File: config.mk
export PLATFORM = sky130hd
export DESIGN_NAME = fsync_2x2
export DESIGN_NICKNAME = d
export VERILOG_FILES = /design/src/hdl/fsync_node_pkg.sv /design/src/hdl/fsync_msg_pkg.sv /design/src/hdl/fsync_link_if.sv /design/src/hdl/fsync_2x2.sv /design/src/hdl/fsync_node_2d.sv /design/src/hdl/fsync_node_1d.sv
export VERILOG_INCLUDE_DIRS = /design/src /design/src/hdl
export SDC_FILE = /design/constraint.sdc
export NUM_CORES = 1
export LEC_CHECK = 0
export BUFFER_PORTS_ARGS = -buffer_cell sky130_fd_sc_hd__buf_2
export CAP_MARGIN = 5
export CORE_MARGIN = 1
export CORE_UTILIZATION = 58
export CTS_CLUSTER_SIZE = 12
export DETAILED_ROUTE_END_ITERATION = 8
export PLACE_DENSITY_LB_ADDON = 0.3
export SLEW_MARGIN = 20
export SYNTH_ARGS = -nofsm -noshare
export SYNTH_HDL_FRONTEND = slang
export SYNTH_SLANG_ARGS = --single-unit
File: constraint.sdc
create_clock -name clk_i -period 3.14 [get_ports clk_i]
set_clock_uncertainty 0.15 [all_clocks]
set_input_delay 0.157 -clock clk_i [delete_from_list [all_inputs] [get_ports clk_i]]
set_output_delay 0.157 -clock clk_i [all_outputs]
set_load 0.01 [all_outputs]
File: src/hdl/fsync_settings.svh
// Network sizes for the 2x2 barrier network
// The RTL assumes exactly four CUs on a 2x2 grid; other values are not supported
// Levels count the two on-chip levels plus the external one

`ifndef FSYNC_SETTINGS_SVH
`define FSYNC_SETTINGS_SVH

// Number of compute units
`define FSYNC_N_CU 4

// Width of the barrier id, one table entry per id value
`define FSYNC_ID_WIDTH 2

// Barrier levels, external level included
`define FSYNC_N_LEVELS 3

// Level-1 nodes, two horizontal and two vertical
`define FSYNC_N_1D_NODES 4

`endif
File: src/hdl/fsync_node_pkg.sv
// Types shared by the barrier nodes

package fsync_node_pkg;

  // Life of one barrier table entry
  typedef enum logic [2:0] {
    IDLE,      // No barrier open for this id
    HALF,      // One side arrived
    FWD_PEND,  // Completed, forward not yet sent
    WAIT_UP,   // Forwarded, waiting for the parent wake
    WAKE_PEND  // Wake ready, waiting for its turn
  } entry_state_e;

  // Which of the two node inputs
  typedef logic node_port_t;

endpackage

File: src/hdl/fsync_msg_pkg.sv
// Field types of barrier requests and responses
// The aggr mask loses one bit at every level it climbs

`include "fsync_settings.svh"

package fsync_msg_pkg;

  // Barrier id
  typedef logic [`FSYNC_ID_WIDTH-1:0] fsync_id_t;

  // Level mask as sent by a CU
  typedef logic [`FSYNC_N_LEVELS-1:0] fsync_in_aggr_t;

  // Level mask from level-1 to level-2 nodes
  typedef logic [`FSYNC_N_LEVELS-2:0] fsync_itl_aggr_t;

  // Level mask toward the external parent
  typedef logic [`FSYNC_N_LEVELS-3:0] fsync_out_aggr_t;

  // Level at which a barrier ended, 0 to 2
  typedef logic [$clog2(`FSYNC_N_LEVELS)-1:0] fsync_lvl_t;

endpackage

File: src/hdl/fsync_link_if.sv
// Link between a level-1 node and the level-2 node
// Strobes only, no ready; fields are valid only while their strobe is high

`timescale 1ns/1ps

interface fsync_link_if;
  import fsync_msg_pkg::*;

  // Upward request
  logic            sync;
  fsync_itl_aggr_t aggr;
  fsync_id_t       req_id;

  // Downward wake
  logic            wake;
  fsync_lvl_t      lvl;
  fsync_id_t       rsp_id;

  modport child (
    output sync, aggr, req_id,
    input  wake, lvl, rsp_id
  );

  modport parent (
    input  sync, aggr, req_id,
    output wake, lvl, rsp_id
  );

endinterface

File: src/hdl/fsync_2x2.sv
// Barrier network for four CUs on a 2x2 grid
// CU c sits at row c/2, column c%2; the mapping below assumes that layout
// Horizontal pairs are CU0/CU1 and CU2/CU3, vertical pairs CU0/CU2 and CU1/CU3
// The external parent must answer every external sync with a wake of the same id

`timescale 1ns/1ps

`include "fsync_settings.svh"

module fsync_2x2 (
  input  logic                           clk_i,
  input  logic                           rst_n_i,
  // CU horizontal ports
  input  logic [`FSYNC_N_CU-1:0]         h_sync_i,
  input  fsync_msg_pkg::fsync_in_aggr_t  h_aggr_i[`FSYNC_N_CU],
  input  fsync_msg_pkg::fsync_id_t       h_id_i[`FSYNC_N_CU],
  output logic [`FSYNC_N_CU-1:0]         h_wake_o,
  output logic [`FSYNC_N_CU-1:0]         h_error_o,
  output fsync_msg_pkg::fsync_lvl_t      h_lvl_o[`FSYNC_N_CU],
  output fsync_msg_pkg::fsync_id_t       h_rsp_id_o[`FSYNC_N_CU],
  // CU vertical ports
  input  logic [`FSYNC_N_CU-1:0]         v_sync_i,
  input  fsync_msg_pkg::fsync_in_aggr_t  v_aggr_i[`FSYNC_N_CU],
  input  fsync_msg_pkg::fsync_id_t       v_id_i[`FSYNC_N_CU],
  output logic [`FSYNC_N_CU-1:0]         v_wake_o,
  output logic [`FSYNC_N_CU-1:0]         v_error_o,
  output fsync_msg_pkg::fsync_lvl_t      v_lvl_o[`FSYNC_N_CU],
  output fsync_msg_pkg::fsync_id_t       v_rsp_id_o[`FSYNC_N_CU],
  // External parent
  output logic                           h_2d_sync_o,
  output logic                           v_2d_sync_o,
  output fsync_msg_pkg::fsync_out_aggr_t h_2d_aggr_o,
  output fsync_msg_pkg::fsync_out_aggr_t v_2d_aggr_o,
  output fsync_msg_pkg::fsync_id_t       h_2d_id_o,
  output fsync_msg_pkg::fsync_id_t       v_2d_id_o,
  input  logic                           h_2d_wake_i,
  input  logic                           v_2d_wake_i,
  input  fsync_msg_pkg::fsync_lvl_t      h_2d_lvl_i,
  input  fsync_msg_pkg::fsync_lvl_t      v_2d_lvl_i,
  input  fsync_msg_pkg::fsync_id_t       h_2d_rsp_id_i,
  input  fsync_msg_pkg::fsync_id_t       v_2d_rsp_id_i
);
  import fsync_msg_pkg::*;

  localparam int N_NODES = `FSYNC_N_1D_NODES;

  // Node side view, nodes 0-1 horizontal, 2-3 vertical
  logic [1:0]     n_sync[N_NODES];
  fsync_in_aggr_t n_aggr[N_NODES][2];
  fsync_id_t      n_id[N_NODES][2];
  logic [1:0]     n_wake[N_NODES];
  logic [1:0]     n_error[N_NODES];
  fsync_lvl_t     n_lvl[N_NODES][2];
  fsync_id_t      n_rsp_id[N_NODES][2];

  fsync_link_if h_link[2] ();
  fsync_link_if v_link[2] ();

  // ~~~~~~~~~~~~~~~~~~~~~~~~~~~~~~~~~~~~~~~~~~~~~~~~~~~~~~~~~~~~~~~~~~~~~~
  // CU to node port mapping
  // ~~~~~~~~~~~~~~~~~~~~~~~~~~~~~~~~~~~~~~~~~~~~~~~~~~~~~~~~~~~~~~~~~~~~~~
  always_comb begin
    for (int c = 0; c < `FSYNC_N_CU; c++) begin
      // Horizontal, row pairs
      n_sync[c/2][c%2] = h_sync_i[c];
      n_aggr[c/2][c%2] = h_aggr_i[c];
      n_id[c/2][c%2]   = h_id_i[c];
      h_wake_o[c]      = n_wake[c/2][c%2];
      h_error_o[c]     = n_error[c/2][c%2];
      h_lvl_o[c]       = n_lvl[c/2][c%2];
      h_rsp_id_o[c]    = n_rsp_id[c/2][c%2];
      // Vertical, transposed into column pairs
      n_sync[2+c%2][c/2] = v_sync_i[c];
      n_aggr[2+c%2][c/2] = v_aggr_i[c];
      n_id[2+c%2][c/2]   = v_id_i[c];
      v_wake_o[c]        = n_wake[2+c%2][c/2];
      v_error_o[c]       = n_error[2+c%2][c/2];
      v_lvl_o[c]         = n_lvl[2+c%2][c/2];
      v_rsp_id_o[c]      = n_rsp_id[2+c%2][c/2];
    end
  end

  // ~~~~~~~~~~~~~~~~~~~~~~~~~~~~~~~~~~~~~~~~~~~~~~~~~~~~~~~~~~~~~~~~~~~~~~
  // Level-1 nodes
  // ~~~~~~~~~~~~~~~~~~~~~~~~~~~~~~~~~~~~~~~~~~~~~~~~~~~~~~~~~~~~~~~~~~~~~~
  for (genvar n = 0; n < N_NODES; n++) begin : gen_1d
    if (n < 2) begin : gen_h
      fsync_node_1d i_node (
        .clk_i    (clk_i),
        .rst_n_i  (rst_n_i),
        .sync_i   (n_sync[n]),
        .aggr_i   (n_aggr[n]),
        .id_i     (n_id[n]),
        .wake_o   (n_wake[n]),
        .error_o  (n_error[n]),
        .lvl_o    (n_lvl[n]),
        .rsp_id_o (n_rsp_id[n]),
        .up       (h_link[n])
      );
    end else begin : gen_v
      fsync_node_1d i_node (
        .clk_i    (clk_i),
        .rst_n_i  (rst_n_i),
        .sync_i   (n_sync[n]),
        .aggr_i   (n_aggr[n]),
        .id_i     (n_id[n]),
        .wake_o   (n_wake[n]),
        .error_o  (n_error[n]),
        .lvl_o    (n_lvl[n]),
        .rsp_id_o (n_rsp_id[n]),
        .up       (v_link[n-2])
      );
    end
  end

  // Level-2 node
  fsync_node_2d i_node_2d (
    .clk_i      (clk_i),
    .rst_n_i    (rst_n_i),
    .h_in       (h_link),
    .v_in       (v_link),
    .h_sync_o   (h_2d_sync_o),
    .v_sync_o   (v_2d_sync_o),
    .h_aggr_o   (h_2d_aggr_o),
    .v_aggr_o   (v_2d_aggr_o),
    .h_id_o     (h_2d_id_o),
    .v_id_o     (v_2d_id_o),
    .h_wake_i   (h_2d_wake_i),
    .v_wake_i   (v_2d_wake_i),
    .h_lvl_i    (h_2d_lvl_i),
    .v_lvl_i    (v_2d_lvl_i),
    .h_rsp_id_i (h_2d_rsp_id_i),
    .v_rsp_id_i (v_2d_rsp_id_i)
  );

endmodule

File: src/hdl/fsync_node_2d.sv
// Level-2 barrier node with one table per direction
// Index 0 of each table side is horizontal, index 1 vertical
// Inputs are completed level-1 barriers, so a repeated id is simply dropped
// External wakes are taken only for ids that were forwarded

`timescale 1ns/1ps

`include "fsync_settings.svh"

module fsync_node_2d (
  input  logic                          clk_i,
  input  logic                          rst_n_i,
  fsync_link_if.parent                  h_in[2],
  fsync_link_if.parent                  v_in[2],
  output logic                          h_sync_o,
  output logic                          v_sync_o,
  output fsync_msg_pkg::fsync_out_aggr_t h_aggr_o,
  output fsync_msg_pkg::fsync_out_aggr_t v_aggr_o,
  output fsync_msg_pkg::fsync_id_t      h_id_o,
  output fsync_msg_pkg::fsync_id_t      v_id_o,
  input  logic                          h_wake_i,
  input  logic                          v_wake_i,
  input  fsync_msg_pkg::fsync_lvl_t     h_lvl_i,
  input  fsync_msg_pkg::fsync_lvl_t     v_lvl_i,
  input  fsync_msg_pkg::fsync_id_t      h_rsp_id_i,
  input  fsync_msg_pkg::fsync_id_t      v_rsp_id_i
);
  import fsync_msg_pkg::*;
  import fsync_node_pkg::*;

  localparam int N_ID = 1 << `FSYNC_ID_WIDTH;

  // Per table side, then per link
  wire logic [1:0]      in_sync[2];
  wire fsync_itl_aggr_t in_aggr[2][2];
  wire fsync_id_t       in_id[2][2];
  wire logic            dn_wake[2];
  wire fsync_lvl_t      dn_lvl[2];
  wire fsync_id_t       dn_id[2];
  wire logic            ext_sync[2];
  wire fsync_out_aggr_t ext_aggr[2];
  wire fsync_id_t       ext_id[2];

  logic       ext_wake[2];
  fsync_lvl_t ext_lvl[2];
  fsync_id_t  ext_rsp_id[2];

  // ~~~~~~~~~~~~~~~~~~~~~~~~~~~~~~~~~~~~~~~~~~~~~~~~~~~~~~~~~~~~~~~~~~~~~~
  // Link and port mapping
  // ~~~~~~~~~~~~~~~~~~~~~~~~~~~~~~~~~~~~~~~~~~~~~~~~~~~~~~~~~~~~~~~~~~~~~~
  for (genvar j = 0; j < 2; j++) begin : gen_links
    assign in_sync[0][j] = h_in[j].sync;
    assign in_aggr[0][j] = h_in[j].aggr;
    assign in_id[0][j]   = h_in[j].req_id;
    assign in_sync[1][j] = v_in[j].sync;
    assign in_aggr[1][j] = v_in[j].aggr;
    assign in_id[1][j]   = v_in[j].req_id;
    assign h_in[j].wake   = dn_wake[0];
    assign h_in[j].lvl    = dn_lvl[0];
    assign h_in[j].rsp_id = dn_id[0];
    assign v_in[j].wake   = dn_wake[1];
    assign v_in[j].lvl    = dn_lvl[1];
    assign v_in[j].rsp_id = dn_id[1];
  end

  assign ext_wake   = '{h_wake_i, v_wake_i};
  assign ext_lvl    = '{h_lvl_i, v_lvl_i};
  assign ext_rsp_id = '{h_rsp_id_i, v_rsp_id_i};

  assign h_sync_o = ext_sync[0];
  assign h_aggr_o = ext_aggr[0];
  assign h_id_o   = ext_id[0];
  assign v_sync_o = ext_sync[1];
  assign v_aggr_o = ext_aggr[1];
  assign v_id_o   = ext_id[1];

  // ~~~~~~~~~~~~~~~~~~~~~~~~~~~~~~~~~~~~~~~~~~~~~~~~~~~~~~~~~~~~~~~~~~~~~~
  // Barrier tables
  // ~~~~~~~~~~~~~~~~~~~~~~~~~~~~~~~~~~~~~~~~~~~~~~~~~~~~~~~~~~~~~~~~~~~~~~
  for (genvar g = 0; g < 2; g++) begin : gen_tbl
    entry_state_e    state_q[N_ID], state_d[N_ID];
    node_port_t      port_q[N_ID], port_d[N_ID];
    fsync_itl_aggr_t aggr_q[N_ID], aggr_d[N_ID];
    fsync_lvl_t      lvl_q[N_ID], lvl_d[N_ID];
    logic            wake_d, wake_q, fwd_d, fwd_q;
    fsync_id_t       wake_sel, fwd_sel, wake_id_q, fwd_id_q;
    fsync_lvl_t      wake_lvl_q;
    fsync_out_aggr_t fwd_aggr_q;

    always_comb begin
      logic            hit[2];
      logic            done;
      fsync_itl_aggr_t done_aggr;
      state_d  = state_q;
      port_d   = port_q;
      aggr_d   = aggr_q;
      lvl_d    = lvl_q;
      wake_d   = 1'b0;
      fwd_d    = 1'b0;
      wake_sel = '0;
      fwd_sel  = '0;
      for (int e = 0; e < N_ID; e++) begin
        done      = 1'b0;
        done_aggr = aggr_q[e];
        for (int j = 0; j < 2; j++) begin
          hit[j] = in_sync[g][j] && (in_id[g][j] == fsync_id_t'(e));
        end
        if (state_q[e] == IDLE && hit[0] && hit[1]) begin
          done      = 1'b1;
          done_aggr = in_aggr[g][0];
        end else if (state_q[e] == IDLE && (hit[0] || hit[1])) begin
          state_d[e] = HALF;
          port_d[e]  = node_port_t'(hit[1]);
          aggr_d[e]  = hit[1] ? in_aggr[g][1] : in_aggr[g][0];
        end else if (state_q[e] == HALF) begin
          done = port_q[e] ? hit[0] : hit[1]; // Other link arrived
        end
        if (done) begin
          aggr_d[e]  = done_aggr;
          lvl_d[e]   = fsync_lvl_t'(1);
          state_d[e] = (done_aggr >> 1) == '0 ? WAKE_PEND : FWD_PEND;
        end
        if (ext_wake[g] && ext_rsp_id[g] == fsync_id_t'(e) && state_q[e] == WAIT_UP) begin
          state_d[e] = WAKE_PEND;
          lvl_d[e]   = ext_lvl[g];
        end
      end
      for (int e = N_ID - 1; e >= 0; e--) begin
        if (state_d[e] == WAKE_PEND) begin
          wake_d   = 1'b1;
          wake_sel = fsync_id_t'(e);
        end
        if (state_d[e] == FWD_PEND) begin
          fwd_d   = 1'b1;
          fwd_sel = fsync_id_t'(e);
        end
      end
      if (wake_d) state_d[wake_sel] = IDLE;
      if (fwd_d) state_d[fwd_sel] = WAIT_UP;
    end

    always_ff @(posedge clk_i or negedge rst_n_i) begin
      if (!rst_n_i) begin
        for (int e = 0; e < N_ID; e++) state_q[e] <= IDLE;
        wake_q <= 1'b0;
        fwd_q  <= 1'b0;
      end else begin
        state_q <= state_d;
        wake_q  <= wake_d;
        fwd_q   <= fwd_d;
      end
    end

    always_ff @(posedge clk_i) begin
      port_q     <= port_d;
      aggr_q     <= aggr_d;
      lvl_q      <= lvl_d;
      wake_id_q  <= wake_sel;
      wake_lvl_q <= lvl_d[wake_sel];
      fwd_id_q   <= fwd_sel;
      fwd_aggr_q <= fsync_out_aggr_t'(aggr_d[fwd_sel] >> 1); // Drop level 2 bit
    end

    assign dn_wake[g]  = wake_q;
    assign dn_lvl[g]   = wake_lvl_q;
    assign dn_id[g]    = wake_id_q;
    assign ext_sync[g] = fwd_q;
    assign ext_aggr[g] = fwd_aggr_q;
    assign ext_id[g]   = fwd_id_q;
  end

endmodule

File: src/hdl/fsync_node_1d.sv
// Level-1 barrier node joining two CU ports
// One table entry per id; the first arrival's aggr sets the barrier level
// At most one wake and one forward per cycle, lowest id first
// Any error strobe this cycle holds back the wake by one cycle

`timescale 1ns/1ps

`include "fsync_settings.svh"

module fsync_node_1d (
  input  logic                        clk_i,
  input  logic                        rst_n_i,
  input  logic [1:0]                  sync_i,
  input  fsync_msg_pkg::fsync_in_aggr_t aggr_i[2],
  input  fsync_msg_pkg::fsync_id_t    id_i[2],
  output logic [1:0]                  wake_o,
  output logic [1:0]                  error_o,
  output fsync_msg_pkg::fsync_lvl_t   lvl_o[2],
  output fsync_msg_pkg::fsync_id_t    rsp_id_o[2],
  fsync_link_if.child                 up
);
  import fsync_msg_pkg::*;
  import fsync_node_pkg::*;

  localparam int N_ID = 1 << `FSYNC_ID_WIDTH;

  entry_state_e   state_q[N_ID], state_d[N_ID];
  node_port_t     port_q[N_ID], port_d[N_ID];
  fsync_in_aggr_t aggr_q[N_ID], aggr_d[N_ID];
  fsync_lvl_t     lvl_q[N_ID], lvl_d[N_ID];

  logic            wake_d, wake_q;
  logic [1:0]      err_d, err_q;
  logic            fwd_d, fwd_q;
  fsync_id_t       wake_sel, fwd_sel;
  fsync_id_t       wake_id_q, fwd_id_q;
  fsync_id_t       err_id_q[2];
  fsync_lvl_t      wake_lvl_q;
  fsync_itl_aggr_t fwd_aggr_q;

  // ~~~~~~~~~~~~~~~~~~~~~~~~~~~~~~~~~~~~~~~~~~~~~~~~~~~~~~~~~~~~~~~~~~~~~~
  // Table update and arbitration
  // ~~~~~~~~~~~~~~~~~~~~~~~~~~~~~~~~~~~~~~~~~~~~~~~~~~~~~~~~~~~~~~~~~~~~~~
  always_comb begin
    logic           hit[2];
    logic           done;
    fsync_in_aggr_t done_aggr;
    state_d  = state_q;
    port_d   = port_q;
    aggr_d   = aggr_q;
    lvl_d    = lvl_q;
    err_d    = '0;
    wake_d   = 1'b0;
    fwd_d    = 1'b0;
    wake_sel = '0;
    fwd_sel  = '0;
    for (int e = 0; e < N_ID; e++) begin
      done      = 1'b0;
      done_aggr = aggr_q[e];
      for (int p = 0; p < 2; p++) begin
        hit[p] = sync_i[p] && (id_i[p] == fsync_id_t'(e));
      end
      case (state_q[e])
        IDLE: begin
          if (hit[0] && hit[1]) begin // Both sides at once
            done      = 1'b1;
            done_aggr = aggr_i[0];
          end else if (hit[0] || hit[1]) begin
            state_d[e] = HALF;
            port_d[e]  = node_port_t'(hit[1]);
            aggr_d[e]  = hit[1] ? aggr_i[1] : aggr_i[0];
          end
        end
        HALF: begin
          for (int p = 0; p < 2; p++) begin
            if (hit[p] && node_port_t'(p) == port_q[e]) err_d[p] = 1'b1; // Same side again
            else if (hit[p]) done = 1'b1;
          end
        end
        default: begin
          // Entry busy with an earlier barrier
          for (int p = 0; p < 2; p++) begin
            if (hit[p]) err_d[p] = 1'b1;
          end
        end
      endcase
      if (done) begin
        aggr_d[e]  = done_aggr;
        lvl_d[e]   = '0;
        state_d[e] = (done_aggr >> 1) == '0 ? WAKE_PEND : FWD_PEND;
      end
      if (up.wake && up.rsp_id == fsync_id_t'(e) && state_q[e] == WAIT_UP) begin
        state_d[e] = WAKE_PEND;
        lvl_d[e]   = up.lvl;
      end
    end

    // Descending scan, so the lowest id wins
    for (int e = N_ID - 1; e >= 0; e--) begin
      if (state_d[e] == WAKE_PEND) begin
        wake_d   = 1'b1;
        wake_sel = fsync_id_t'(e);
      end
      if (state_d[e] == FWD_PEND) begin
        fwd_d   = 1'b1;
        fwd_sel = fsync_id_t'(e);
      end
    end
    if (err_d != '0) wake_d = 1'b0;   // Errors go first
    if (wake_d) state_d[wake_sel] = IDLE;
    if (fwd_d) state_d[fwd_sel] = WAIT_UP;
  end

  always_ff @(posedge clk_i or negedge rst_n_i) begin
    if (!rst_n_i) begin
      for (int e = 0; e < N_ID; e++) state_q[e] <= IDLE;
      wake_q <= 1'b0;
      err_q  <= '0;
      fwd_q  <= 1'b0;
    end else begin
      state_q <= state_d;
      wake_q  <= wake_d;
      err_q   <= err_d;
      fwd_q   <= fwd_d;
    end
  end

  // Payload, only meaningful alongside the strobes
  always_ff @(posedge clk_i) begin
    port_q     <= port_d;
    aggr_q     <= aggr_d;
    lvl_q      <= lvl_d;
    wake_id_q  <= wake_sel;
    wake_lvl_q <= lvl_d[wake_sel];
    fwd_id_q   <= fwd_sel;
    fwd_aggr_q <= fsync_itl_aggr_t'(aggr_d[fwd_sel] >> 1);
    err_id_q   <= id_i;
  end

  // ~~~~~~~~~~~~~~~~~~~~~~~~~~~~~~~~~~~~~~~~~~~~~~~~~~~~~~~~~~~~~~~~~~~~~~
  // Outputs
  // ~~~~~~~~~~~~~~~~~~~~~~~~~~~~~~~~~~~~~~~~~~~~~~~~~~~~~~~~~~~~~~~~~~~~~~
  always_comb begin
    for (int p = 0; p < 2; p++) begin
      wake_o[p]   = wake_q;
      error_o[p]  = err_q[p];
      lvl_o[p]    = wake_lvl_q;
      rsp_id_o[p] = err_q[p] ? err_id_q[p] : wake_id_q;
    end
  end

  assign up.sync   = fwd_q;
  assign up.aggr   = fwd_aggr_q;
  assign up.req_id = fwd_id_q;

endmodule

After elaboration in Yosys (flattened, before gate mapping)
Index checks and enable logic that the tools add are counted.
{"block": "op_classes", "n_addsub": 0, "mul": 0, "n_div": 0, "magnitude_cmp": 24, "eq_ne": 144, "shift": 0, "mux": 720, "bitwise_logic": 82, "n_reduce_logical": 288}
{"cell": "3-bit two-way mux", "count": 268}
{"cell": "2-bit two-way mux", "count": 160}
{"cell": "1-bit two-way mux", "count": 224}
{"cell": "1-bit logical AND", "count": 172}
{"cell": "3-bit by 2-bit equality test with 1-bit output, second input constant", "count": 48}
{"cell": "12-bit two-way mux", "count": 12}
{"cell": "3-bit zero test", "count": 40}
{"cell": "12-bit AND", "count": 6}
{"cell": "3-bit demux with 2-bit select", "count": 12}
{"cell": "3-bit by 1-bit equality test with 1-bit output, second input constant", "count": 24}
{"cell": "3-bit equality test, second input constant", "count": 24}
{"cell": "12-bit NOT", "count": 6}
{"cell": "2-bit equality test, second input constant", "count": 32}
{"cell": "2-bit one-hot mux with 2 select lines", "count": 16}
{"cell": "2-bit zero test", "count": 24}
{"cell": "8-bit bitwise OR", "count": 6}
{"cell": "3-bit AND reduction", "count": 16}
{"cell": "1-bit NOT", "count": 40}
{"cell": "3-bit greater-or-equal comparator, second input constant", "count": 12}
{"cell": "3-bit by 1-bit < comparator with 1-bit output, second input constant", "count": 12}
{"cell": "2-bit NOT with 3-bit output", "count": 12}
{"cell": "2-bit binary-select mux with 2-bit select", "count": 8}
{"cell": "2-bit by 1-bit equality test with 1-bit output, second input constant", "count": 16}
{"cell": "1-bit one-hot mux with 2 select lines", "count": 16}
{"cell": "other kinds (6)", "count": 52}
{"block": "totals", "regBits": 290, "latch_bits": 0, "mem_bits_rw": 0, "rom_bits": 0, "input_bits": 60, "output_inout_bits": 56, "n_memories": 0}

Depth between registers and ports, before layout
Gate-level depths: netlist of run 1.
{"block": "depth", "word_depth": 24, "mapped_depth": 11, "mapped_depth_nobuf": 9}

Modules after synthesis
A second synthesis of run 1 with hierarchy kept.
{"block": "unflattened", "cells_unflattened": 1933, "area_unflattened_um2": 17002.6}
{"module": "fsync_node_2d", "instances": 1, "cells_each": 583, "area_each_um2": 4783.3, "seq_area_each_um2": 1701.6}
{"module": "fsync_node_1d at gen_1d[3].gen_v.i_node", "instances": 1, "cells_each": 333, "area_each_um2": 3123.0, "seq_area_each_um2": 1081.0}
{"module": "fsync_node_1d at gen_1d[1].gen_h.i_node", "instances": 1, "cells_each": 338, "area_each_um2": 3067.9, "seq_area_each_um2": 1081.0}
{"module": "fsync_node_1d at gen_1d[0].gen_h.i_node", "instances": 1, "cells_each": 349, "area_each_um2": 3017.9, "seq_area_each_um2": 1081.0}
{"module": "fsync_node_1d at gen_1d[2].gen_v.i_node", "instances": 1, "cells_each": 330, "area_each_um2": 3010.4, "seq_area_each_um2": 1081.0}

Worst setup path before layout of run 1
No wires, ideal clock.
{"block": "synth_path", "path_kind": "reg2reg", "from": "register gen_1d[3].gen_v.i_node.state_q[6] (netlist bit)", "to": "register gen_1d[3].gen_v.i_node.state_q[2] (netlist bit)", "setup_ns": 0.126, "arrival_ns": 2.454, "required_ns": 2.864, "slack_ns": 0.410, "path_stages_with_launch": 8, "n_path_buf": 1, "path_cell_list": "dfrtp_1 -> clkbuf_1 -> or3_1 -> nor3_1 -> mux2_2 -> a221oi_2 -> nand2b_4 -> o32a_1"}
{"element": "start: declaration", "line": "fsync_node_1d.sv:27", "text": "entry_state_e state_q[N_ID], state_d[N_ID];"}
{"element": "start signal: assignment", "line": "fsync_node_1d.sv:121", "text": "state_q <= state_d;"}

Worst setup path in the final report of run 1
{"block": "layout_path", "from": "register gen_1d[0].gen_h.i_node.state_q[7] (netlist bit)", "to": "register gen_1d[0].gen_h.i_node.wake_lvl_q[0]"}
{"block": "layout_between", "elab_chain_len": 13}
{"element": "start: declaration", "line": "fsync_node_1d.sv:27"}
{"element": "start signal: assignment", "line": "fsync_node_1d.sv:121"}
{"element": "3-bit zero test", "line": "fsync_node_1d.sv:63", "text": "case (state_q[e])"}
{"element": "3-bit two-way mux", "line": "fsync_node_1d.sv:63"}
{"element": "3-bit zero test", "line": "fsync_node_1d.sv:90", "text": "state_d[e] = (done_aggr >> 1) == '0 ? WAKE_PEND : FWD_PEND;"}
{"element": "3-bit two-way mux", "line": "fsync_node_1d.sv:90"}
{"element": "3-bit two-way mux", "line": "fsync_node_1d.sv:87", "text": "if (done) begin"}
{"element": "3-bit two-way mux", "line": "fsync_node_1d.sv:92", "text": "if (up.wake && up.rsp_id == fsync_id_t'(e) && state_q[e] == WAIT_UP) begin"}
{"element": "3-bit equality test", "line": "fsync_node_1d.sv:100", "text": "if (state_d[e] == WAKE_PEND) begin"}
{"element": "2-bit two-way mux (2 in a row)", "line": "fsync_node_1d.sv:100"}
{"element": "2-bit NOT with 3-bit output (implied by the code)", "line": "fsync_node_1d.sv:134", "text": "wake_lvl_q <= lvl_d[wake_sel];"}
{"element": "2-bit binary-select mux with 2-bit select (*)", "line": "fsync_node_1d.sv:134"}
{"element": "2-bit two-way mux (implied by the code) (*) (2 in a row)", "line": "fsync_node_1d.sv:134"}
{"element": "end signal: assignment", "line": "fsync_node_1d.sv:134"}
{"element": "end: declaration", "line": "fsync_node_1d.sv:38", "text": "fsync_lvl_t wake_lvl_q;"}
Mark *: on every way between the ends. The rest lies on a longest branch, timed or not. The select of a mux whose other input is x is not followed.
A chain may end at the register's enable or synchronous reset.

==> flow_metrics.tcl, run 1 <==
set metrics [dict create \
    clk_pin_slew_ps 60 \
    antenna_found_initial 0 \
    viasPerCell 6.25 \
    yosysTopAreaCell "dfxtp_1" \
    crit_type "reg -> reg" \
    fin_cells 2286 \
    dpl.hpwl_um 29200 \
    worst_pin_slew_ps 847 \
    switching_share_pct 37.2 \
    synthTopCellsByArea "dfxtp_1, dfrtp_1, edfxtp_1" \
    seq_area_frac_synth_pct 40.5 \
    power.internal_w 0.00812 \
    vias 14296 \
    io_pins 116 \
    routedWlPerCell_um 17.6 \
    fin_crit_sh_pct 92.2 \
    placeableCoreArea_um2 25300 \
    die_height_um 163 \
    final.setup.tns_ps 0 \
    p_per_area_nw_per_um2 743 \
    cts-root-buf "clkbuf_16" \
    crit_chain "or3_1, nor3_1, mux2_2, a221oi_2, and4b_1, nand2_1, o211ai_1" \
    synth_fp_nets 1844 \
    critPathArrivalTime_ps 3210 \
    synth_top_area_share_pct 17.3 \
    slowest_delay_ps 540 \
    syn_inst 1784 \
    drc 0 \
    drt_iter0_markers 1244 \
    cts_sinks 262 \
    io_buffer_count 107 \
    combPwrFrac_pct 32.0 \
    leakage_nw 7.57 \
    rsz0062_at_grt "no" \
    finalWirelength_um 40200 \
    cp-start-kind "flop" \
    grt.met2_usage_pct 52.6 \
    fin_crit_ps 2900 \
    grt_max_degree 61 \
    area_delta_synth_final_pct 15.5 \
    gr-usage-all-layers_pct 30.1 \
    hold_class "in -> reg" \
    slew_headroom_pct 42.9 \
    required_ps 3450 \
    cap_violations 0 \
    crit_family "simple AND/OR/NAND/NOR gates" \
    numCtsBuffers 29 \
    grt_pass1_wl_um 65600 \
    syn_avg_cell_area_um2 8.45 \
    fp.dieW_um 163 \
    rows 58 \
    peakVddDrop_mv 0.534 \
    synth_common_cells "nand2_1, nor2_1, dfxtp_1" \
    setup-violations-final 0 \
    clock_latency_ps 550 \
    endpoint_kind "flop" \
    clk_path_buf_depth 3 \
    cts_tree "built" \
    yosys_most_used_dff "dfxtp_1" \
    grt_pass1_vias 13673 \
    dpl_worst_slack_ps 302 \
    p_total_w 0.0129 \
    busiest_layer "met2" \
    yosysUniqueCellTypes 100 \
    power_frac_seq_pct 41.4 \
    p_clk_share_pct 26.6 \
    fill_cells 2007 \
    layout.nets 1994 \
    async_reset_ff_share_pct 35.1 \
    dr.pass1.iters 8 \
    synth_seq_cells 262 \
    p_switching_w 0.00481 \
    ant_nets 0 \
    yosysWarnings 0 \
    synth_edf_count 40 \
    syn_area_um2 15100 \
    dieArea_um2 26600 \
    dp.cells 2180 \
    finalHoldViolCount 0 \
    path_max_fanout 9 \
    yosysMostFrequentCell "nand2_1" \
    drive_gt1_share_pct 13.5 \
    fmax_mhz 345 \
    grt_overflow 0 \
    gp_congestion 0.940 \
    slowest_stage "a221oi_2" \
    met3_usage_pct 3.43 \
    outcome "completed" \
    initial_core_util_pct 59.5 \
    fin_ws_ps 244 \
    crit_buf_inv 0 \
    maxSlewViolCount 0 \
    grtUsageMet1_pct 37.7 \
    h-tree-depth 1 \
    fin_util_pct 68.7 \
    antenna_cells 0 \
]
## worst min-delay path, delay by kind of cell
family,cells,cell delay [ps]
buf+inv,1,120
simple gates,3,390
## placed cells by master, fill, tap and decap left out, types with 12 or more instances in the layout
cell type | netlist | layout
buf_4 | 17 | 27
a22o_1 | 13 | 13
nand4_1 | 12 | 12
and3b_1 | 14 | 14
o22ai_1 | 30 | 30
o21ai_0 | 102 | 102
nor2_1 | 184 | 184
inv_1 | 79 | 79
o21a_1 | 20 | 20
nor4_1 | 19 | 19
dlygate4sd3_1 | 0 | 53
mux2_2 | 24 | 24
nand3b_1 | 30 | 30
clkbuf_16 | 0 | 30
a22oi_1 | 12 | 12
nor3_1 | 54 | 53
nand3_1 | 52 | 52
nand2b_1 | 40 | 40
or3_1 | 16 | 16
nor3b_1 | 19 | 19
dfxtp_1 | 130 | 130
dfrtp_1 | 92 | 92
nor2b_1 | 23 | 23
o32ai_1 | 13 | 13
a31oi_1 | 23 | 23
edfxtp_1 | 40 | 40
mux2i_1 | 49 | 49
a21oi_1 | 121 | 121
buf_2 | 7 | 106
nand2_1 | 211 | 211
o211ai_1 | 13 | 13
and3_1 | 18 | 18
## through the flow
step                hold WS, ps  instance area (um2)
global placement           16.2                15900
finish                     18.8                17400
global route               36.1                17400
detailed placement         19.3                15900
CTS                        10.3                17400
floorplan                  -289                15100
## worst paths after layout
check	from	end	slack, ps	depth (start not counted)
worst max register to register	gen_1d[0].gen_h.i_node.state_q[7]	gen_1d[0].gen_h.i_node.wake_lvl_q[0]	240	7
worst max-delay path	gen_1d[0].gen_h.i_node.state_q[7]	gen_1d[0].gen_h.i_node.wake_lvl_q[0]	240	7
worst min-delay path	v_2d_wake_i	i_node_2d.gen_tbl[1].state_q[1]	20	4
max in group asynchronous	rst_n_i	gen_1d[0].gen_h.i_node.error_o[0]	1400	4
worst min register to register	gen_1d[2].gen_v.i_node.lvl_q[0]	gen_1d[2].gen_v.i_node.lvl_q[0]	320	1
min in group asynchronous	rst_n_i	i_node_2d.gen_tbl[0].state_q[7]	520	3
## power groups by stage
stage	registers, W	clock network [W]	logic, W
finish	0.00535	0.00344	0.00414
global route	0.00548	0.00362	0.00458
CTS	0.00532	0.00348	0.00410
detailed placement	0.00538	0	0.00402
global placement	0.00534	0	0.00391
floorplan	0.00496	0	0.00316
## per-layer routing
metal  part of all wire [%]  up-vias
met1                     41     6739
met3                    6.2      118
li1                       -     6874
met5                      0        -
met4                    3.4        0
met2                     49      565
## timing repair
| item | 4_1_cts | 5_1_grt |
|---|---|---|
| hold endpoints to repair | 169 | 0 |
| hold buffers | 53 | 0 |
| endpoints found under the setup margin | 0 | 3 |
| gates resized for setup | 0 | 2 |
| buffers inserted | 0 | 0 |
## area by class of cell
type | instances | area [um2] | area share [%]
clock buffers | 45 | 877 | 5.04
clock inverters | 8 | 90.1 | 0.517
inverters | 89 | 334 | 1.92
multi-input cells | 1365 | 8310 | 47.7
flip-flops and latches | 262 | 6110 | 35.1
well taps | 330 | 413 | 2.37
repair buffers | 187 | 1280 | 7.37
## cells by family (layout without fill, tap and decap cells)
family          Yosys count  in the layout  share of synthesized area (%)
flops                   262            262                           40.5
buf+inv                 157            329                           4.44
compound gates          490            490                           21.7
mux                      73             73                           5.05
simple gates            789            789                           27.5
xor+xnor                 13             13                          0.756
## registers in the layout, indices dropped and copies added, names as in the netlist, 8 cells and up, named ones only
name	count
gen_1d.gen_h.i_node.aggr_q	8
gen_1d.gen_h.i_node.port_q	8
gen_1d.gen_v.i_node.lvl_q	16
gen_1d.gen_v.i_node.state_q	24
gen_1d.gen_h.i_node.err_id_q	8
i_node_2d.gen_tbl.port_q	8
gen_1d.gen_h.i_node.lvl_q	16
i_node_2d.gen_tbl.aggr_q	8
gen_1d.gen_v.i_node.port_q	8
gen_1d.gen_h.i_node.state_q	24
i_node_2d.gen_tbl.lvl_q	16
gen_1d.gen_v.i_node.aggr_q	8
i_node_2d.gen_tbl.state_q	24
gen_1d.gen_v.i_node.err_id_q	8
No activity file was read; power rests on OpenSTA's default activity.
==> inputs of run 2 (changes only) <==
--- a/config.mk
+++ b/config.mk
@@ -6,6 +6,7 @@
 export SDC_FILE = /design/constraint.sdc
 export NUM_CORES = 1
 export LEC_CHECK = 0
+export ABC_AREA = 1
 export BUFFER_PORTS_ARGS = -buffer_cell sky130_fd_sc_hd__buf_2
 export CAP_MARGIN = 5
 export CORE_MARGIN = 1
==> flow_metrics.tcl, run 2 <==
set metrics [dict create \
    dieArea_um2 26400 \
    maxSlewViolCount 0 \
    fin_cells 2651 \
    syn_avg_cell_area_um2 7.01 \
    gp_congestion 0.913 \
    synth_fp_nets 2190 \
    finalHoldViolCount 0 \
    fin_crit_ps 2540 \
    numCtsBuffers 28 \
    outcome "completed" \
    finalWirelength_um 37700 \
    die_height_um 162 \
    grt_max_degree 55 \
    io_buffer_count 107 \
    reg_top3 "gen_1d.gen_h.i_node.state_q x24, gen_1d.gen_v.i_node.state_q x24, i_node_2d.gen_tbl.state_q x24" \
    worst_pin_slew_ps 824 \
    required_ps 3420 \
    cts_tree "built" \
    p_per_area_nw_per_um2 851 \
    rsz0062_at_grt "no" \
    cts-root-buf "clkbuf_16" \
    rows 58 \
    yosysWarnings 0 \
    synth_seq_cells 262 \
    grt_pass1_vias 13645 \
    area_delta_synth_final_pct 14.6 \
    peakVddDrop_mv 0.600 \
    fin_crit_sh_pct 80.7 \
    hold_class "in -> reg" \
    critPathArrivalTime_ps 2820 \
    yosysUniqueCellTypes 48 \
    clock_latency_ps 550 \
    final_common_cell "nand2_1" \
    drc 0 \
    grt_overflow 0 \
    synth_edf_count 40 \
    clk_path_buf_depth 3 \
    setup-violations-final 0 \
    synth_common_cells "nand2_1, inv_1, nand3_1" \
    initial_core_util_pct 59.2 \
    hold_start "h_aggr_i[4]" \
    p_total_w 0.0146 \
    worstRegToRegCells 14 \
    fmax_mhz 394 \
    synthTopCellsByArea "dfxtp_1, dfrtp_1, nand2_1" \
    vias 14435 \
    fin_util_pct 67.8 \
    drive_gt1_share_pct 13.0 \
    cap_violations 0 \
    routedWlPerCell_um 14.2 \
    async_reset_ff_share_pct 35.1 \
    fp.dieW_um 162 \
    r2r_slack_ps 600 \
    leakage_nw 9.13 \
    antenna_cells 0 \
    postCtsHoldBufs 48 \
    drt_iter0_markers 1022 \
    syn_area_um2 14900 \
    dpl_worst_slack_ps 694 \
    synth_top_area_share_pct 17.4 \
    dp.cells 2551 \
    r2r-end "gen_1d[2].gen_v.i_node.wake_lvl_q[1]" \
    yosys_most_used_dff "dfxtp_1" \
    crit_type "reg -> reg" \
    final.setup.tns_ps 0 \
    seq_area_frac_synth_pct 40.9 \
    cts_sinks 262 \
    slew_headroom_pct 45.0 \
    path_max_fanout 7 \
    yosysTopAreaCell "dfxtp_1" \
    cts_resized 0 \
    cp-start-kind "flop" \
    layout_common_cells "nand2_1, inv_1, nand3_1, o21ai_0, dfxtp_1" \
    clk_pin_slew_ps 60 \
    ant_nets 0 \
    viasPerCell 5.45 \
    dr.pass1.iters 8 \
    placeableCoreArea_um2 25300 \
    syn_inst 2130 \
    yosysMostFrequentCell "nand2_1" \
    gr-usage-all-layers_pct 28.6 \
    layout.nets 2359 \
    grt_pass1_wl_um 61600 \
    fin_ws_ps 605 \
    antenna_found_initial 0 \
    h-tree-depth 1 \
    whs_path_depth 5 \
    endpoint_kind "flop" \
    postCtsSetupBuffers 0 \
    reg2reg_from "gen_1d[2].gen_v.i_node.state_q[4]" \
    io_pins 116 \
    dpl.hpwl_um 28400 \
]
run 2: cell types whose count changed after synthesis, sizes merged, moves of 32 or more:
cell,delta
mux2i,-46
nand2b,-41
nand4,+32
clkbuf,-37
o21ai,+57
a21oi,-59
inv,+327
nand2,+360
nand3,+239
run 2: worst max-delay path, stage by stage, from the launching register on:
cell and delay (ps):
dfrtp_1 400, nor3_1 560, nand2_2 200, nand2_4 150, inv_2 80, nand2_1 80
nand3_1 120, nand3_2 120, nand2_1 70, nand2_2 130, nand2_4 100, nand2_1 80
nand2_1 50, nand2_1 60, nand2_1 80
run 2: cell type report:
type	count	area (um2)
repair buffers	156	1040
inverters	415	1560
clock buffers	45	815
multi-input cells	1436	7150
fillers	2197	8130
flip-flops and latches	262	6110
clock inverters	7	46.3
well taps	330	413
run 2: layer usage:
metal  GRT usage (%)  up-vias  wire length [um]
li1                -     7254                 -
met1            33.7     6555             15400
met2            51.2      509             18300
met3            3.82      117              2280
met4            13.5        0              1670
met5               0        -                 0
run 2: report_power, final:
| part | internal, W | switching (W) | total (W) |
|---|---|---|---|
| sequential | 0.00463 | 0.000720 | 0.00535 |
| clock | 0.00177 | 0.00135 | 0.00312 |
| combinational | 0.00199 | 0.00411 | 0.00610 |
run 2: through the flow:
| step | hold WS, ps | area (um2) |
|---|---|---|
| after floorplan | -289 | 14900 |
| after global placement | 150 | 15800 |
| after detailed placement | 137 | 15800 |
| after CTS | 2.65 | 17100 |
| after global routing | 57.7 | 17100 |
| final | 42.5 | 17100 |
run 2: cells by family (layout without fill, tap and decap cells):
group | after synthesis | after routing | synth area share, %
compound gates | 298 | 298 | 11.3
xor+xnor | 2 | 2 | 0.117
buf+inv | 432 | 623 | 11.3
flops | 262 | 262 | 40.9
mux | 3 | 3 | 0.201
simple gates | 1133 | 1133 | 36.3
run 2: how the worst max path moves through the flow:
| stage | end | start | slack [ps] | cells after the start |
|---|---|---|---|---|
| after floorplan | gen_1d[2].gen_v.i_node.wake_lvl_q[0] | gen_1d[2].gen_v.i_node.state_q[4] | 1100 | 14 |
| after global placement | gen_1d[0].gen_h.i_node.state_q[11] | gen_1d[0].gen_h.i_node.state_q[1] | 770 | 11 |
| after detailed placement | gen_1d[0].gen_h.i_node.state_q[11] | gen_1d[0].gen_h.i_node.state_q[8] | 690 | 11 |
| after CTS | gen_1d[0].gen_h.i_node.state_q[11] | gen_1d[0].gen_h.i_node.state_q[8] | 690 | 11 |
| after global routing | gen_1d[2].gen_v.i_node.up.aggr[1] | gen_1d[2].gen_v.i_node.state_q[4] | 300 | 14 |
| final | gen_1d[2].gen_v.i_node.wake_lvl_q[1] | gen_1d[2].gen_v.i_node.state_q[4] | 600 | 14 |
==> inputs of run 3 (changes only) <==
--- a/config.mk
+++ b/config.mk
@@ -6,7 +6,7 @@
 export SDC_FILE = /design/constraint.sdc
 export NUM_CORES = 1
 export LEC_CHECK = 0
-export ABC_AREA = 1
+export ABC_AREA = 0
 export BUFFER_PORTS_ARGS = -buffer_cell sky130_fd_sc_hd__buf_2
 export CAP_MARGIN = 5
 export CORE_MARGIN = 1
==> constraint.sdc (replaced) <==
create_clock -name clk_i -period 2.65 [get_ports clk_i]
set_clock_uncertainty 0.15 [all_clocks]
set_input_delay 0.1325 -clock clk_i [delete_from_list [all_inputs] [get_ports clk_i]]
set_output_delay 0.1325 -clock clk_i [all_outputs]
set_load 0.01 [all_outputs]
==> flow_metrics.tcl, run 3 (same netlist as run 1, synthesis figures left out) <==
set metrics [dict create \
    outcome "completed" \
    clk_pin_slew_ps 60 \
    critPathArrivalTime_ps 2840 \
    drc 0 \
    gr-usage-all-layers_pct 31.7 \
    peakVddDrop_mv 0.743 \
    hold_class "in -> reg" \
    viasPerCell 6.23 \
    antenna_found_initial 0 \
    p_clk_share_pct 24.4 \
    cap_violations 0 \
    antenna_cells 0 \
    slowest_delay_ps 550 \
    p_per_area_nw_per_um2 865 \
    switching_share_pct 37.7 \
    clk_path_buf_depth 3 \
    finalHoldViolCount 0 \
    p_total_w 0.0158 \
    endpoint_kind "flop" \
    area_delta_synth_final_pct 20.8 \
    layout_common_cells "nand2_1, nor2_1, dfxtp_1, buf_4, a21oi_1" \
    io_buffer_count 107 \
    crit_type "reg -> reg" \
    routedWlPerCell_um 18.0 \
    dpl.hpwl_um 31000 \
    slew_headroom_pct 45.6 \
    h-tree-depth 1 \
    maxSlewViolCount 0 \
    clock_latency_ps 540 \
    whs_ps 29.5 \
    layout.nets 2095 \
    rows 58 \
    vias 14880 \
    grt_pass1_wl_um 68900 \
    grt_pass1_vias 14393 \
    power.internal_w 0.00981 \
    numCtsBuffers 29 \
    drt_iter0_markers 1239 \
    die_height_um 163 \
    finalWirelength_um 42900 \
    fin_crit_sh_pct 97.2 \
    power_frac_seq_pct 39.2 \
    ant_nets 0 \
    combPwrFrac_pct 36.4 \
    grt_overflow 0 \
    initial_core_util_pct 59.5 \
    final_common_cell "nand2_1" \
    gp_congestion 0.949 \
    fin_crit_ps 2580 \
    grt_max_degree 51 \
    placeableCoreArea_um2 25300 \
    cts_sinks 262 \
    dr.pass1.iters 5 \
    drive_gt1_share_pct 18.3 \
    fp.dieW_um 163 \
    fmax_mhz 388 \
    p_switching_w 0.00594 \
    cp-start-kind "flop" \
    worst_pin_slew_ps 815 \
    cts_tree "built" \
    io_pins 116 \
    cts-root-buf "clkbuf_16" \
    setup-violations-final 0 \
    path_max_fanout 8 \
    leakage_nw 8.02 \
    required_ps 2920 \
    crit_chain "and4b_1, a22oi_1, o41a_1, o41ai_2, nor4b_4, buf_4, a21oi_1" \
    dieArea_um2 26600 \
    reg_top3 "gen_1d.gen_h.i_node.state_q x24, gen_1d.gen_v.i_node.state_q x24, i_node_2d.gen_tbl.state_q x24" \
    slowest_stage "dfrtp_1" \
    fill_cells 1955 \
]
run 3: cell types whose count changed in the layout (fill, tap and decap cells not counted), sizes merged, moves of 41 or more:
cell    change
inv       -325
o21ai      -57
nand2     -360
nand3     -239
nand2b     +41
buf       +126
a21oi      +59
mux2i      +46
run 3: timing repair:
action / CTS / global route
endpoints found under the hold margin: 126 / 0
pin swaps: 0 / 2
endpoints found under the setup margin: 1 / 26
setup buffers: 0 / 3
hold buffers: 54 / 0
resized for setup: 1 / 21
run 3: per-stage QoR:
| stage | area (um2) | instances | utilization (%) | TNS [ps] | setup WS [ps] |
|---|---|---|---|---|---|
| after floorplan | 15100 | 1784 | - | 0 | 1.74 |
| after global placement | 16600 | 2277 | 65.7 | 0 | 121 |
| after detailed placement | 16600 | 2277 | 65.7 | 0 | 55.6 |
| after CTS | 18100 | 2384 | 71.4 | 0 | 59.3 |
| after global routing | 18200 | 2387 | 71.9 | -47.9 | -38.9 |
| final | 18200 | 2387 | 71.9 | 0 | 73.8 |
run 3: path summary, 6_finish.rpt:
path,from,endpoint,slack (ps),cells after the start
setup reg to reg,gen_1d[3].gen_v.i_node.up.sync,i_node_2d.gen_tbl[1].state_q[2],70,7
hold / removal,h_aggr_i[10],flop,30,3
hold reg to reg,gen_1d[1].gen_h.i_node.lvl_q[4],gen_1d[1].gen_h.i_node.lvl_q[4],310,2
min in group asynchronous,rst_n_i,gen_1d[0].gen_h.i_node.state_q[1],80,2
max in group asynchronous,rst_n_i,gen_1d[3].gen_v.i_node.state_q[7],1640,3
setup / recovery,gen_1d[3].gen_v.i_node.up.sync,i_node_2d.gen_tbl[1].state_q[2],70,7
run 3: cell type report:
cell class	instances	area [um2]	area share, %
flip-flops and latches	262	6110	33.5
repair buffers	288	2040	11.2
inverters	89	334	1.84
multi-input cells	1365	8420	46.2
clock inverters	8	71.3	0.392
well taps	330	413	2.27
clock buffers	45	816	4.48
run 3: worst max-delay path, delay by kind of cell, from the launching register on:
family          cells  cell delay (ps)
buf+inv             1              170
compound gates      4              960
flops               1              550
simple gates        2              630
run 3: power groups by stage:
stage | registers, W | clock network [W] | logic (W)
2_1_floorplan | 0.00588 | 0 | 0.00374
4_1_cts | 0.00613 | 0.00387 | 0.00560
6_report | 0.00618 | 0.00384 | 0.00574
5_1_grt | 0.00630 | 0.00403 | 0.00627
3_3_place_gp | 0.00615 | 0 | 0.00533
3_5_place_dp | 0.00620 | 0 | 0.00547
run 3: per-layer routing:
layer	vias up	global-route usage (%)	wire length (um)
met1	7152	38.6	17800
li1	7063	-	-
met4	0	13.9	1730
met3	131	2.92	1970
met2	534	56.7	21300
met5	-	0	0
